[src/soc_macros.svh]
`ifndef SOC_MACROS_SVH
`define SOC_MACROS_SVH

// Bus widths
`define SOC_ADDR_W 32
`define SOC_DATA_W 32

// Each RAM holds 2**RAM_ADDR_W words
`define RAM_ADDR_W 10
`define RAM_ALIGN  2

// Region codes in address bits 31..24
`define IRAM_REGION  8'h02
`define DRAM_REGION  8'h00
`define EXT_REGION_A 8'h0E
`define EXT_REGION_B 8'h0F

`endif

[src/soc_pkg.sv]
`include "soc_macros.svh"

package soc_pkg;

    // ------------------------------------------------------------------
    // OBI
    // ------------------------------------------------------------------
    typedef struct packed {
        logic                     req;
        logic [`SOC_ADDR_W-1:0]   addr;
    } obi_fetch_req_t;

    typedef struct packed {
        logic                     req;
        logic [`SOC_ADDR_W-1:0]   addr;
        logic                     we;
        logic [`SOC_DATA_W/8-1:0] be;
        logic [`SOC_DATA_W-1:0]   wdata;
    } obi_req_t;

    typedef struct packed {
        logic                     gnt;
        logic                     rvalid;
        logic [`SOC_DATA_W-1:0]   rdata;
    } obi_rsp_t;

    // ------------------------------------------------------------------
    // Wishbone classic
    // ------------------------------------------------------------------
    typedef struct packed {
        logic [`SOC_ADDR_W-1:0]   adr;
        logic [`SOC_DATA_W-1:0]   dat;
        logic                     we;
        logic [`SOC_DATA_W/8-1:0] sel;
        logic                     stb;
        logic                     cyc;
    } wb_m2s_t;

    typedef struct packed {
        logic [`SOC_DATA_W-1:0]   dat;
        logic                     ack;
    } wb_s2m_t;

    // Target of the current bus address
    typedef enum logic [2:0] {
        REG_IRAM,
        REG_DRAM,
        REG_EXT,
        REG_NONE
    } region_e;

endpackage

[src/soc_interconnect.sv]
`timescale 1ns/1ps
`include "soc_macros.svh"

module soc_interconnect (
    input  logic                     clk_i,
    input  logic                     rst_ni,
    input  soc_pkg::obi_req_t        bus_req_i,
    output soc_pkg::obi_rsp_t        bus_rsp_o,
    output soc_pkg::obi_req_t        ext_req_o,
    input  soc_pkg::obi_rsp_t        ext_rsp_i,
    output logic [`RAM_ADDR_W-1:0]   iram_addr_o,
    output logic                     iram_we_o,
    output logic [`SOC_DATA_W/8-1:0] iram_be_o,
    output logic [`SOC_DATA_W-1:0]   iram_wdata_o,
    input  logic [`SOC_DATA_W-1:0]   iram_rdata_i,
    output logic [`RAM_ADDR_W-1:0]   dram_addr_o,
    output logic                     dram_we_o,
    output logic [`SOC_DATA_W/8-1:0] dram_be_o,
    output logic [`SOC_DATA_W-1:0]   dram_wdata_o,
    input  logic [`SOC_DATA_W-1:0]   dram_rdata_i
);
    import soc_pkg::*;

    localparam int WORD_LSB = `RAM_ALIGN;
    localparam int WORD_MSB = `RAM_ADDR_W + `RAM_ALIGN - 1;

    region_e                region;
    region_e                region_q;
    logic                   ram_gnt_q;
    logic                   ram_rvalid_q;
    logic                   gnt;
    logic                   rvalid;
    logic [`SOC_DATA_W-1:0] rdata;

    // ------------------------------------------------------------------
    // Address decode
    // ------------------------------------------------------------------
    always_comb begin
        case (bus_req_i.addr[`SOC_ADDR_W-1 -: 8])
            `IRAM_REGION:                 region = REG_IRAM;
            `DRAM_REGION:                 region = REG_DRAM;
            `EXT_REGION_A, `EXT_REGION_B: region = REG_EXT;
            default:                      region = REG_NONE;
        endcase
    end

    // ------------------------------------------------------------------
    // Handshake
    // ------------------------------------------------------------------
    assign gnt    = ram_gnt_q | ext_rsp_i.gnt;
    assign rvalid = ram_rvalid_q | ext_rsp_i.rvalid;

    always_ff @(posedge clk_i or negedge rst_ni) begin
        if (!rst_ni) begin
            ram_gnt_q    <= 1'b0;
            ram_rvalid_q <= 1'b0;
            region_q     <= REG_NONE;
        end else begin
            // Unmapped regions complete like a RAM
            ram_gnt_q    <= bus_req_i.req && (region != REG_EXT) && !gnt && !rvalid;
            ram_rvalid_q <= ram_gnt_q;
            if (gnt) begin
                region_q <= region;
            end
        end
    end

    always_comb begin
        ext_req_o     = bus_req_i;
        ext_req_o.req = bus_req_i.req && (region == REG_EXT) && !gnt && !rvalid;
    end

    // RAM write lands on the edge closing the gnt cycle
    assign iram_addr_o  = bus_req_i.addr[WORD_MSB:WORD_LSB];
    assign iram_we_o    = ram_gnt_q && bus_req_i.we && (region == REG_IRAM);
    assign iram_be_o    = bus_req_i.be;
    assign iram_wdata_o = bus_req_i.wdata;
    assign dram_addr_o  = bus_req_i.addr[WORD_MSB:WORD_LSB];
    assign dram_we_o    = ram_gnt_q && bus_req_i.we && (region == REG_DRAM);
    assign dram_be_o    = bus_req_i.be;
    assign dram_wdata_o = bus_req_i.wdata;

    // Read data follows the region seen at gnt
    always_comb begin
        case (region_q)
            REG_IRAM: rdata = iram_rdata_i;
            REG_DRAM: rdata = dram_rdata_i;
            REG_EXT:  rdata = ext_rsp_i.rdata;
            default:  rdata = '0;
        endcase
    end

    assign bus_rsp_o.gnt    = gnt;
    assign bus_rsp_o.rvalid = rvalid;
    assign bus_rsp_o.rdata  = rdata;

    assert property (@(posedge clk_i) disable iff (!rst_ni)
        rvalid |-> $past(gnt))
        else $error("rvalid without gnt in the previous cycle");

endmodule

[config.mk]
export PLATFORM = sky130hd
export DESIGN_NAME = soc_interconnect
export DESIGN_NICKNAME = d
export VERILOG_FILES = /design/src/soc_pkg.sv /design/src/soc_interconnect.sv
export VERILOG_INCLUDE_DIRS = /design/src
export SDC_FILE = /design/constraint.sdc
export NUM_CORES = 1
export LEC_CHECK = 0
export BUFFER_PORTS_ARGS = -buffer_cell sky130_fd_sc_hd__buf_2
export CAP_MARGIN = 20
export CORE_AREA = 2 2 142 144
export CTS_CLUSTER_SIZE = 12
export DETAILED_ROUTE_END_ITERATION = 8
export DIE_AREA = 0 0 144 146
export GPL_TIMING_DRIVEN = 0
export SETUP_SLACK_MARGIN = 0.3
export SLEW_MARGIN = 20
export SYNTH_ARGS = -nofsm -noshare
export SYNTH_HDL_FRONTEND = slang
export SYNTH_SLANG_ARGS = --single-unit
export TNS_END_PERCENT = 50
[constraint.sdc]
create_clock -name clk_i -period 2 [get_ports clk_i]
set_clock_uncertainty 0.15 [all_clocks]
set_input_delay 0.4 -clock clk_i [delete_from_list [all_inputs] [get_ports clk_i]]
set_output_delay 0.4 -clock clk_i [all_outputs]
set_load 0.05 [all_outputs]
After elaboration in Yosys (flattened, before gate mapping)
Index checks and enable logic that the tools add are counted.
Word-level totals
  bits in registers: 5
  output and inout bits: 198
Operators by class
  bitwise logic cells: 2
  reductions and logical operators: 15
  multiplexer cells: 2
  eq/ne operators: 8
Operators with widths (number)
  32-bit case mux with 3 select lines: 1
  8-bit by 4-bit equality test with 1-bit output (second input constant): 2
  1-bit logical AND: 9
  8-bit by 2-bit equality test with 1-bit output (second input constant): 1
  8-bit zero test: 1
  3-bit by 1-bit equality test with 1-bit output (second input constant): 2
  3-bit by 2-bit equality test with 1-bit output (second input constant): 2
  3-bit zero test: 2
  2-bit case mux with 3 select lines: 1
  3-bit by 2-bit != test with 1-bit output (second input constant): 1
  1-bit zero test: 2
  1-bit bitwise OR: 2
  2-bit OR reduction: 1

Longest topological paths before layout
Gate-level depths: netlist (run 1).
  word-level depth: 7
  gate-level depth with buffers: 6
  depth with buffers taken out: 3

Worst setup path before layout (run 1)
No wires, ideal clock.
  kind: input to output
  start: input bus_req_i[66] (netlist name)
  end: output dram_we_o
  setup slack: -0.475 ns
  arrival: 1.925 ns
  stages: 2
  cells stage by stage: nor4_4 nor3b_1
On the way
  word-level cells in the longest chain between the ends: 5
RTL lines
  start: declaration: line soc_interconnect.sv:7  | input soc_pkg::obi_req_t bus_req_i,
  8-bit by 4-bit equality test with 1-bit output: line soc_interconnect.sv:39  | case (bus_req_i.addr[`SOC_ADDR_W-1 -: 8])
  2-bit OR reduction: line soc_interconnect.sv:39
  2-bit case mux with 3 select lines *: line soc_interconnect.sv:39
  3-bit by 1-bit equality test with 1-bit output *: line soc_interconnect.sv:79  | assign dram_we_o = ram_gnt_q && bus_req_i.we && (region == REG_DRAM);
  1-bit logical AND *: line soc_interconnect.sv:79
  end: declaration: line soc_interconnect.sv:17  | output logic dram_we_o,
Every way passes the cells marked *; elsewhere a longest branch is shown, timed or not.

==> impl_metrics.toml, run 1 <==
[synthesis]
avgSynthCellArea_um2 = 7.84
synth_seq_cells = 4
yosysWarningCount = 0
synth_area_mm2 = 0.00230
syn_nets = 464
syn-instance-count = 294
synth_seq_area_share_pct = 4.45
synth_cell_types = 27

[sta]
worst_slew_pin_slew_ns = 0.448
fmax_mhz = 454
setup-violations-final = 33
slew_viol_final = 0
hold_violations = 0
worst_slack_ns = -0.201
rsz0062_at_grt = "yes"
period_needed_ns = 2.20
max_slew_margin_pct = 69.9
fin_setup_tns_ns = -4.94
fin_crit_sh_pct = 110

[worst_hold_path]
hold_end = "ram_rvalid_q"
hp-class = "flip-flop to flip-flop"
min-delay-start = "ram_gnt_q"
hold_depth = 0

[setup_path]
rrSetupSlack_ns = 0.56
timing.rr.start = "region_q[1]"
worstSetupPathType = "flip-flop to output pin"
critPathArrivalTime_ns = 1.65
end_kind = "output pin"
crit_path_start_kind = "flip-flop"
worstPathRequired_ns = 1.45
worst-path-max-fanout = 6
reg2reg_depth = 6
r2r-end = "region_q[1]"

[pwr]
vdd_drop_max_mv = 0.216
clkPwrFrac_pct = 18.0
powerDensity_mw_per_mm2 = 328
leakage_nw = 2.82
finalPower_w = 0.00178
pwr-share-seq_pct = 4.8
comb_power_share_pct = 77.2
p_switching_w = 0.000940
intPower_w = 0.000841
power.share.switching_pct = 52.8

[placement]
place_hpwl_um = 8540
dp_cells = 866
routabilityCongestion = 0.787
port_buffers = 307
post-place-ws_ns = -0.152

[grt]
antenna_found_initial = 0
grt_max_degree = 11
grt_first_pass_wirelength_um = 14300
gr-total-overflow = 0
grt_pass1_vias = 2957
track_usage_pct = 8.44

[run_status]
outcome = "finished with violations"
violations = "negative setup slack"

[floorplanning]
core_area_mm2 = 0.0193
die_h_um = 146
die-area_mm2 = 0.0210
start_util_pct = 11.9
die_x_um = 144
io_pins = 368
placementRows = 51

[clock_tree]
clk_pin_slew_ns = 0.03
cts_root_buf = "clkbuf_16"
clockBufferDepth = 2
htree_levels = 1
cts.sinks = 4
numCtsBuffers = 3
cts_tree = "built"
clk_latency_ns = 0.22

[layout]
fin_util_pct = 28.1
drive_gt1_share_pct = 95.8
area_growth_pct = 136
antenna_cells = 0
fin_cells = 882
nNetsFinal = 788

[detailed_routing]
vias = 2919
vias_per_cell = 3.31
drc = 0
routedWlPerCell_um = 11.5
drtPass1Iterations = 3
ant_nets = 0
drt_iter0_markers = 29
wl_um = 10100

[job]
maxCapViolCount = 0
## metal layers
metal / GRT usage [%] / up-vias / wire, µm
li1: - / 1444 / -
met4: 0.882 / 0 / 42
met2: 19.0 / 210 / 5790
met5: 0 / - / 0
met3: 1.41 / 4 / 1090
met1: 7.60 / 1261 / 3220
## through the flow
step	hold WS (ns)	instance area, µm²
floorplan	-0.0456	2800
global placement	0.0557	4660
detailed placement	0.0556	4660
CTS	0.294	5350
global route	0.317	5430
finish	0.296	5430
## cell families (layout without fill, tap and decap cells)
group,count (synthesis),count (layout),synth area share (%)
multiplexers,32,32,13.9
AND/OR/NAND/NOR,47,47,12.2
AO/OA/AOI/OAI,36,36,11.5
buffers and inverters,175,498,58.0
flip-flops,4,4,4.45
## power by group through the flow
| stage | logic [W] | clock network [W] | registers, W |
|---|---|---|---|
| 5_1_grt | 0.00143 | 0.000333 | 0.0000862 |
| 4_1_cts | 0.00137 | 0.000324 | 0.0000859 |
| 6_report | 0.00137 | 0.000320 | 0.0000858 |
| 2_1_floorplan | 0.00100 | 0 | 0.0000861 |
| 3_3_place_gp | 0.00130 | 0 | 0.0000868 |
| 3_5_place_dp | 0.00130 | 0 | 0.0000868 |
## worst max-delay path by stage
stage / startpoint / endpoint / slack [ns]
after global routing: region_q[1] / bus_rsp_o[10] / -0.24
final: region_q[1] / bus_rsp_o[10] / -0.20
after floorplan: bus_req_i[66] / ext_req_o[69] / 0.14
after global placement: region_q[0] / bus_rsp_o[6] / -0.14
after detailed placement: bus_req_i[66] / ext_req_o[69] / -0.15
after CTS: region_q[1] / bus_rsp_o[10] / -0.22
## flip-flops by register name, summed over array words and instances, names as in the netlist
signal	count
ram_gnt_q	1
ram_rvalid_q	1
region_q	2
## what timing repair did
item,CTS,global route
endpoints found under the setup margin,37,37
gates resized for setup,117,14
endpoints found under the hold margin,2,0
pin swaps,10,4
hold buffers,1,0
setup buffers,7,2
cloned,2,0
## layout by cell type, fill, tap and decap left out, types with 3 or more instances in the layout
cell,instances
o21ai_2,3
buf_6,29
nand2_1,11
o21ai_4,29
buf_12,9
nand2_2,22
buf_4,174
buf_16,4
buf_2,268
clkbuf_4,3
mux2i_1,3
clkbuf_16,3
mux2i_4,28
buf_8,6
## critical path: stages, from the launching register on
cell and delay, ns:
dfstp_2 0.53, buf_12 0.14, buf_12 0.11, buf_16 0.13, mux2i_4 0.28, o21ai_4 0.07, buf_6 0.16
## area by class of cell
| type | count | area [µm²] |
|---|---|---|
| fillers | 2025 | 13900 |
| multi-input cells | 115 | 1530 |
| plain buffers | 175 | 1430 |
| clock buffers | 4 | 78.8 |
| flip-flops and latches | 4 | 103 |
| repair buffers | 319 | 1960 |
| well taps | 265 | 332 |
## synthesized netlist by cell type
cell / count / area, µm²
or2_0: 1 / 6.26
nor2b_4: 1 / 13.8
o22a_1: 1 / 8.76
dfrtp_1: 2 / 50.1
nand2_2: 20 / 125
nor4_1: 1 / 6.26
mux2i_1: 32 / 320
clkbuf_2: 2 / 10.0
nor2_1: 2 / 7.51
buf_4: 167 / 1250
or2_2: 1 / 6.26
dfstp_2: 2 / 52.6
a21oi_1: 1 / 5.00
buf_8: 1 / 15.0
nor4_4: 1 / 21.3
buf_6: 1 / 11.3
a31oi_1: 1 / 6.26
nand3_1: 2 / 10.0
buf_12: 2 / 40.0
nor3_2: 2 / 20.0
nand2_1: 15 / 56.3
nor3b_1: 1 / 7.51
clkbuf_1: 2 / 7.51
o21ai_1: 10 / 50.1
o21ai_2: 20 / 175
o21ai_0: 2 / 10.0
a41oi_1: 1 / 8.76
(Power assumes the default switching activity.)
==> run 2: changes to the inputs <==
--- a/config.mk
+++ b/config.mk
@@ -9,9 +9,12 @@
 export BUFFER_PORTS_ARGS = -buffer_cell sky130_fd_sc_hd__buf_2
 export CAP_MARGIN = 20
-export CORE_AREA = 2 2 142 144
+export CELL_PAD_IN_SITES_DETAIL_PLACEMENT = 0
+export CELL_PAD_IN_SITES_GLOBAL_PLACEMENT = 1
+export CORE_AREA = 2 2 143 145
 export CTS_CLUSTER_SIZE = 12
 export DETAILED_ROUTE_END_ITERATION = 8
-export DIE_AREA = 0 0 144 146
+export DIE_AREA = 0 0 145 147
 export GPL_TIMING_DRIVEN = 0
+export PLACE_DENSITY_LB_ADDON = 0.1
 export SETUP_SLACK_MARGIN = 0.3
 export SLEW_MARGIN = 20
==> constraint.sdc (replaced) <==
create_clock -name clk_i -period 2 [get_ports clk_i]
set_clock_uncertainty 0.15 [all_clocks]
set_input_delay 0.2 -clock clk_i [delete_from_list [all_inputs] [get_ports clk_i]]
set_output_delay 0.2 -clock clk_i [all_outputs]
set_load 0.05 [all_outputs]
==> impl_metrics.toml, run 2 (same netlist as run 1, synthesis figures left out) <==
[detailed_routing]
vias = 2907
drt_iter0_markers = 29
vias_per_cell = 3.27
ant_nets = 0
wl_met3_um = 994
wl_um = 10200
routedWlPerCell_um = 11.5
dr_wl_met2_um = 5620
drc = 0
met1Wirelength_um = 3530
drtPass1Iterations = 3
top_layer_used = "met4"

[sta]
period_needed_ns = 1.97
hold_violations = 0
setup-violations-final = 0
fmax_mhz = 506
rsz0062_at_grt = "yes"
worst_slack_ns = 0.0254
worst_slew_pin_slew_ns = 0.392
fin_crit_sh_pct = 98.7
slew_viol_final = 0
max_slew_margin_pct = 73.9

[clock_tree]
cts.sinks = 4
clockBufferDepth = 2
numCtsBuffers = 3
cts_tree = "built"
clk_latency_ns = 0.23
clk_pin_slew_ns = 0.03
htree_levels = 1
cts_root_buf = "clkbuf_16"

[setup_path]
worst-path-max-fanout = 7
cp_slowest_cell = "dfstp_2"
crit_path_cell_trace = "buf_12 -> buf_12 -> buf_12 -> mux2i_4 -> o21ai_4 -> buf_6"
worstSetupPathType = "flip-flop to output pin"
crit_path_start_kind = "flip-flop"
crit_top_cell = "buf_12"
critPathArrivalTime_ns = 1.62
reg2reg_depth = 7
rrSetupSlack_ns = 0.49
critical-path-max-stage-delay_ns = 0.53
worstPathRequired_ns = 1.65
r2r-end = "region_q[1]"
end_kind = "output pin"
timing.rr.start = "region_q[1]"

[floorplanning]
die_x_um = 145
start_util_pct = 11.6
die-area_mm2 = 0.0213
io_pins = 368
core_area_mm2 = 0.0198
die_h_um = 147
placementRows = 52

[layout]
drive_gt1_share_pct = 94.0
nNetsFinal = 790
area_growth_pct = 121
reg.largest.list = "region_q: 2 flops, ram_gnt_q: 1 flops, ram_rvalid_q: 1 flops"
layout.cells.most_common = "buf_2"
stdcell_area_mm2 = 0.00509
top_register = "region_q"
antenna_cells = 0
fin_util_pct = 25.6
largest_register_ffs = 2
layout_common_cells = "buf_2, buf_4, buf_6"

[pwr]
vdd_drop_max_mv = 0.180
powerDensity_mw_per_mm2 = 339
leakage_nw = 2.78

[worst_hold_path]
hold_end = "ram_gnt_q"
hold_depth = 2
min-delay-start = "bus_req_i[62]"
hp-class = "primary input to flip-flop"

[placement]
routabilityCongestion = 0.719
port_buffers = 307
post-place-ws_ns = 0.0349
post_dp_cell_area_mm2 = 0.00432
place_hpwl_um = 8940

[run_status]
outcome = "complete, no violations"

[grt]
grt_max_degree = 11
antenna_found_initial = 0
grt_first_pass_wirelength_um = 14900
grt_pass1_vias = 2922
gr-total-overflow = 0
track_usage_pct = 8.71

[job]
maxCapViolCount = 0
run 2: cell count changes in the layout (fill, tap and decap cells not counted), moves of 3 or more:
cell / delta
o21ai_4: -16
o21ai_2: +15
mux2i_4: -11
buf_2: +7
mux2i_1: +7
buf_4: +6
buf_6: -6
mux2i_2: +4
buf_16: -3
buf_8: -3
run 2: power breakdown:
group          internal (W)  leakage, nW  switching (W)
logic              0.000465         2.69       0.000850
registers         0.0000839       0.0482     0.00000166
clock network      0.000264       0.0382      0.0000601
run 2: worst max path at each step:
stage	start	endpoint	slack (ns)	cells past startpoint
floorplan	region_q[1]	bus_rsp_o[23]	0.22	3
global placement	region_q[1]	bus_rsp_o[16]	0.06	5
detailed placement	region_q[1]	bus_rsp_o[14]	0.03	5
CTS	region_q[1]	bus_rsp_o[16]	-0.002	6
global route	region_q[1]	bus_rsp_o[15]	-0.03	6
finish	region_q[1]	bus_rsp_o[16]	0.03	6
run 2: cell type report:
| class | instances | area [µm²] |
|---|---|---|
| buffer | 175 | 1410 |
| clock buffer | 4 | 78.8 |
| fill | 2203 | 14800 |
| multi-input combinational | 115 | 1270 |
| sequential | 4 | 103 |
| tap | 270 | 338 |
| timing repair buffer | 321 | 1900 |
run 2: what timing repair did:
action	4_1_cts	5_1_grt
gates resized for setup	106	24
gates cloned	1	0
buffers inserted	12	0
pin swaps	18	8
hold endpoints to repair	4	0
hold buffers	1	0
setup endpoints to repair	33	34
run 2: per-layer routing:
layer	global-route usage [%]	vias to the layer above
met5	0	-
met4	1.93	0
met3	2.17	5
met2	17.5	184
met1	9.02	1269
li1	-	1449
run 2: critical path, delay by kind of cell, from the launching register on:
kind            cells  cell delay, ns
flops               1            0.53
mux                 1            0.24
compound gates      1            0.07
buf+inv             4            0.55
run 2: stage by stage:
step	instances	power, W	setup TNS, ns	hold slack, ns
CTS	889	0.00172	-0.00369	0.116
floorplan	294	0.00106	0	-0.246
global route	889	0.00179	-0.168	0.144
finish	889	0.00172	0	0.109
detailed placement	871	0.00134	0	-0.141
global placement	871	0.00134	0	-0.141
==> run 3: changes to the inputs <==
==> constraint.sdc (replaced) <==
create_clock -name clk_i -period 2 [get_ports clk_i]
set_clock_uncertainty 0.15 [all_clocks]
set_input_delay 0.1 -clock clk_i [delete_from_list [all_inputs] [get_ports clk_i]]
set_output_delay 0.1 -clock clk_i [all_outputs]
set_load 0.05 [all_outputs]
==> impl_metrics.toml, run 3 (same netlist as run 1, synthesis figures left out) <==
[sta]
hold-worst-slack_ns = -0.00461
slew_viol_final = 0
fin_crit_sh_pct = 90.8
worst_slew_pin_slew_ns = 0.357
fin_setup_tns_ns = 0
max_slew_margin_pct = 76.2
hold_violations = 1
period_needed_ns = 1.82
worst_slack_ns = 0.184
rsz0062_at_grt = "yes"
fmax_mhz = 551
setup-violations-final = 0

[layout]
multiInputGateArea_mm2 = 0.00102
reg.largest.list = "region_q: 2 flops, ram_gnt_q: 1 flops, ram_rvalid_q: 1 flops"
regArea_um2 = 103
layout.cells.most_common = "buf_2"
area_growth_pct = 108
fin_util_pct = 24.2
layout_common_cells = "buf_2, buf_4, o21ai_2, buf_6, mux2i_1"
fill_cells = 2232
nNetsFinal = 785
drive_gt1_share_pct = 91.5
top_register = "region_q"
largest_register_ffs = 2

[detailed_routing]
wl_um = 10300
ant_nets = 0
drc = 0
vias_per_cell = 3.27
drt_iter0_markers = 13
vias = 2894
drtPass1Iterations = 4
routedWlPerCell_um = 11.6

[floorplanning]
placementRows = 52
die_x_um = 145
core_area_mm2 = 0.0198
die-area_mm2 = 0.0213
die_h_um = 147
io_pins = 368
start_util_pct = 11.6

[clock_tree]
clockBufferDepth = 2
htree_levels = 1
cts.sinks = 4
clk_pin_slew_ns = 0.03
clk_latency_ns = 0.23
cts_root_buf = "clkbuf_16"
cts_tree = "built"
numCtsBuffers = 3

[grt]
grt_max_degree = 11
track_usage_pct = 8.66
gr-total-overflow = 0
antenna_found_initial = 1
grt_first_pass_wirelength_um = 14800
grt_pass1_vias = 2870

[placement]
port_buffers = 307
post-place-ws_ns = 0.221
place_hpwl_um = 8900
routabilityCongestion = 0.738

[pwr]
powerDensity_mw_per_mm2 = 350
power.share.switching_pct = 53.0
finalPower_w = 0.00168
pwr-share-seq_pct = 5.1
clkPwrFrac_pct = 19.3
leakage_nw = 2.84
comb_power_share_pct = 75.6
p_switching_w = 0.000891
vdd_drop_max_mv = 0.264
intPower_w = 0.000790

[setup_path]
crit_path_start_kind = "flip-flop"
end_kind = "output pin"
critPathArrivalTime_ns = 1.57
worstPathRequired_ns = 1.75
worstSetupPathType = "flip-flop to output pin"
reg2reg_depth = 5
worst-path-max-fanout = 6

[worst_hold_path]
hp-class = "primary input to flip-flop"
hold_depth = 2

[run_status]
outcome = "finished with violations"
violations = "negative hold slack"

[job]
maxCapViolCount = 0
-- run 3: worst max-delay path: stages, from the launching register on --
cell	delay (ns)
dfstp_2	0.56
nor2b_4	0.17
buf_12	0.15
clkbuf_16	0.17
nand2_4	0.05
o21ai_2	0.05
buf_6	0.18
-- run 3: cell type report --
| class | count | area share [%] |
|---|---|---|
| repair buffers | 316 | 38.4 |
| diodes | 1 | 0.0522 |
| plain buffers | 175 | 29.4 |
| flip-flops and latches | 4 | 2.14 |
| clock buffers | 4 | 1.64 |
| multi-input cells | 115 | 21.3 |
| well taps | 270 | 7.04 |
-- run 3: power groups by stage --
stage / logic (W) / clock network, W / registers (W)
final: 0.00127 / 0.000324 / 0.0000854
after global routing: 0.00133 / 0.000333 / 0.0000858
after CTS: 0.00127 / 0.000330 / 0.0000855
after detailed placement: 0.00124 / 0 / 0.0000866
after global placement: 0.00124 / 0 / 0.0000865
after floorplan: 0.000961 / 0 / 0.0000858
-- run 3: timing repair --
item	in CTS	in global routing
cloned	1	1
hold endpoints to repair	4	0
endpoints found under the setup margin	33	33
gates resized for setup	88	27
hold buffers	1	0
setup buffers	5	1
pin swaps	4	5
-- run 3: stage by stage --
step	hold WS [ns]	instances	cell area (µm²)
after global placement	-0.240	871	4190
after global routing	0.0151	885	4800
after floorplan	-0.346	294	2320
after detailed placement	-0.238	871	4190
after CTS	0.00323	882	4640
final	-0.00461	885	4800
-- run 3: path summary, 6_finish.rpt --
kind                       slack (ns)            end          start
max                              0.18  bus_rsp_o[10]    region_q[0]
min reg2reg                      0.27   ram_rvalid_q      ram_gnt_q
min in group asynchronous        0.07   ram_rvalid_q         rst_ni
max in group asynchronous        1.42    region_q[0]         rst_ni
min                            -0.005      ram_gnt_q  bus_req_i[62]
max reg2reg                      0.64    region_q[1]    region_q[1]
-- run 3: per-layer routing --
metal	up-vias	routed length, µm	global-route usage [%]
met5	-	0	0
met4	0	123	2.52
met3	6	1030	2.52
met2	182	5980	18.5
met1	1270	3120	7.65
li1	1436	-	-
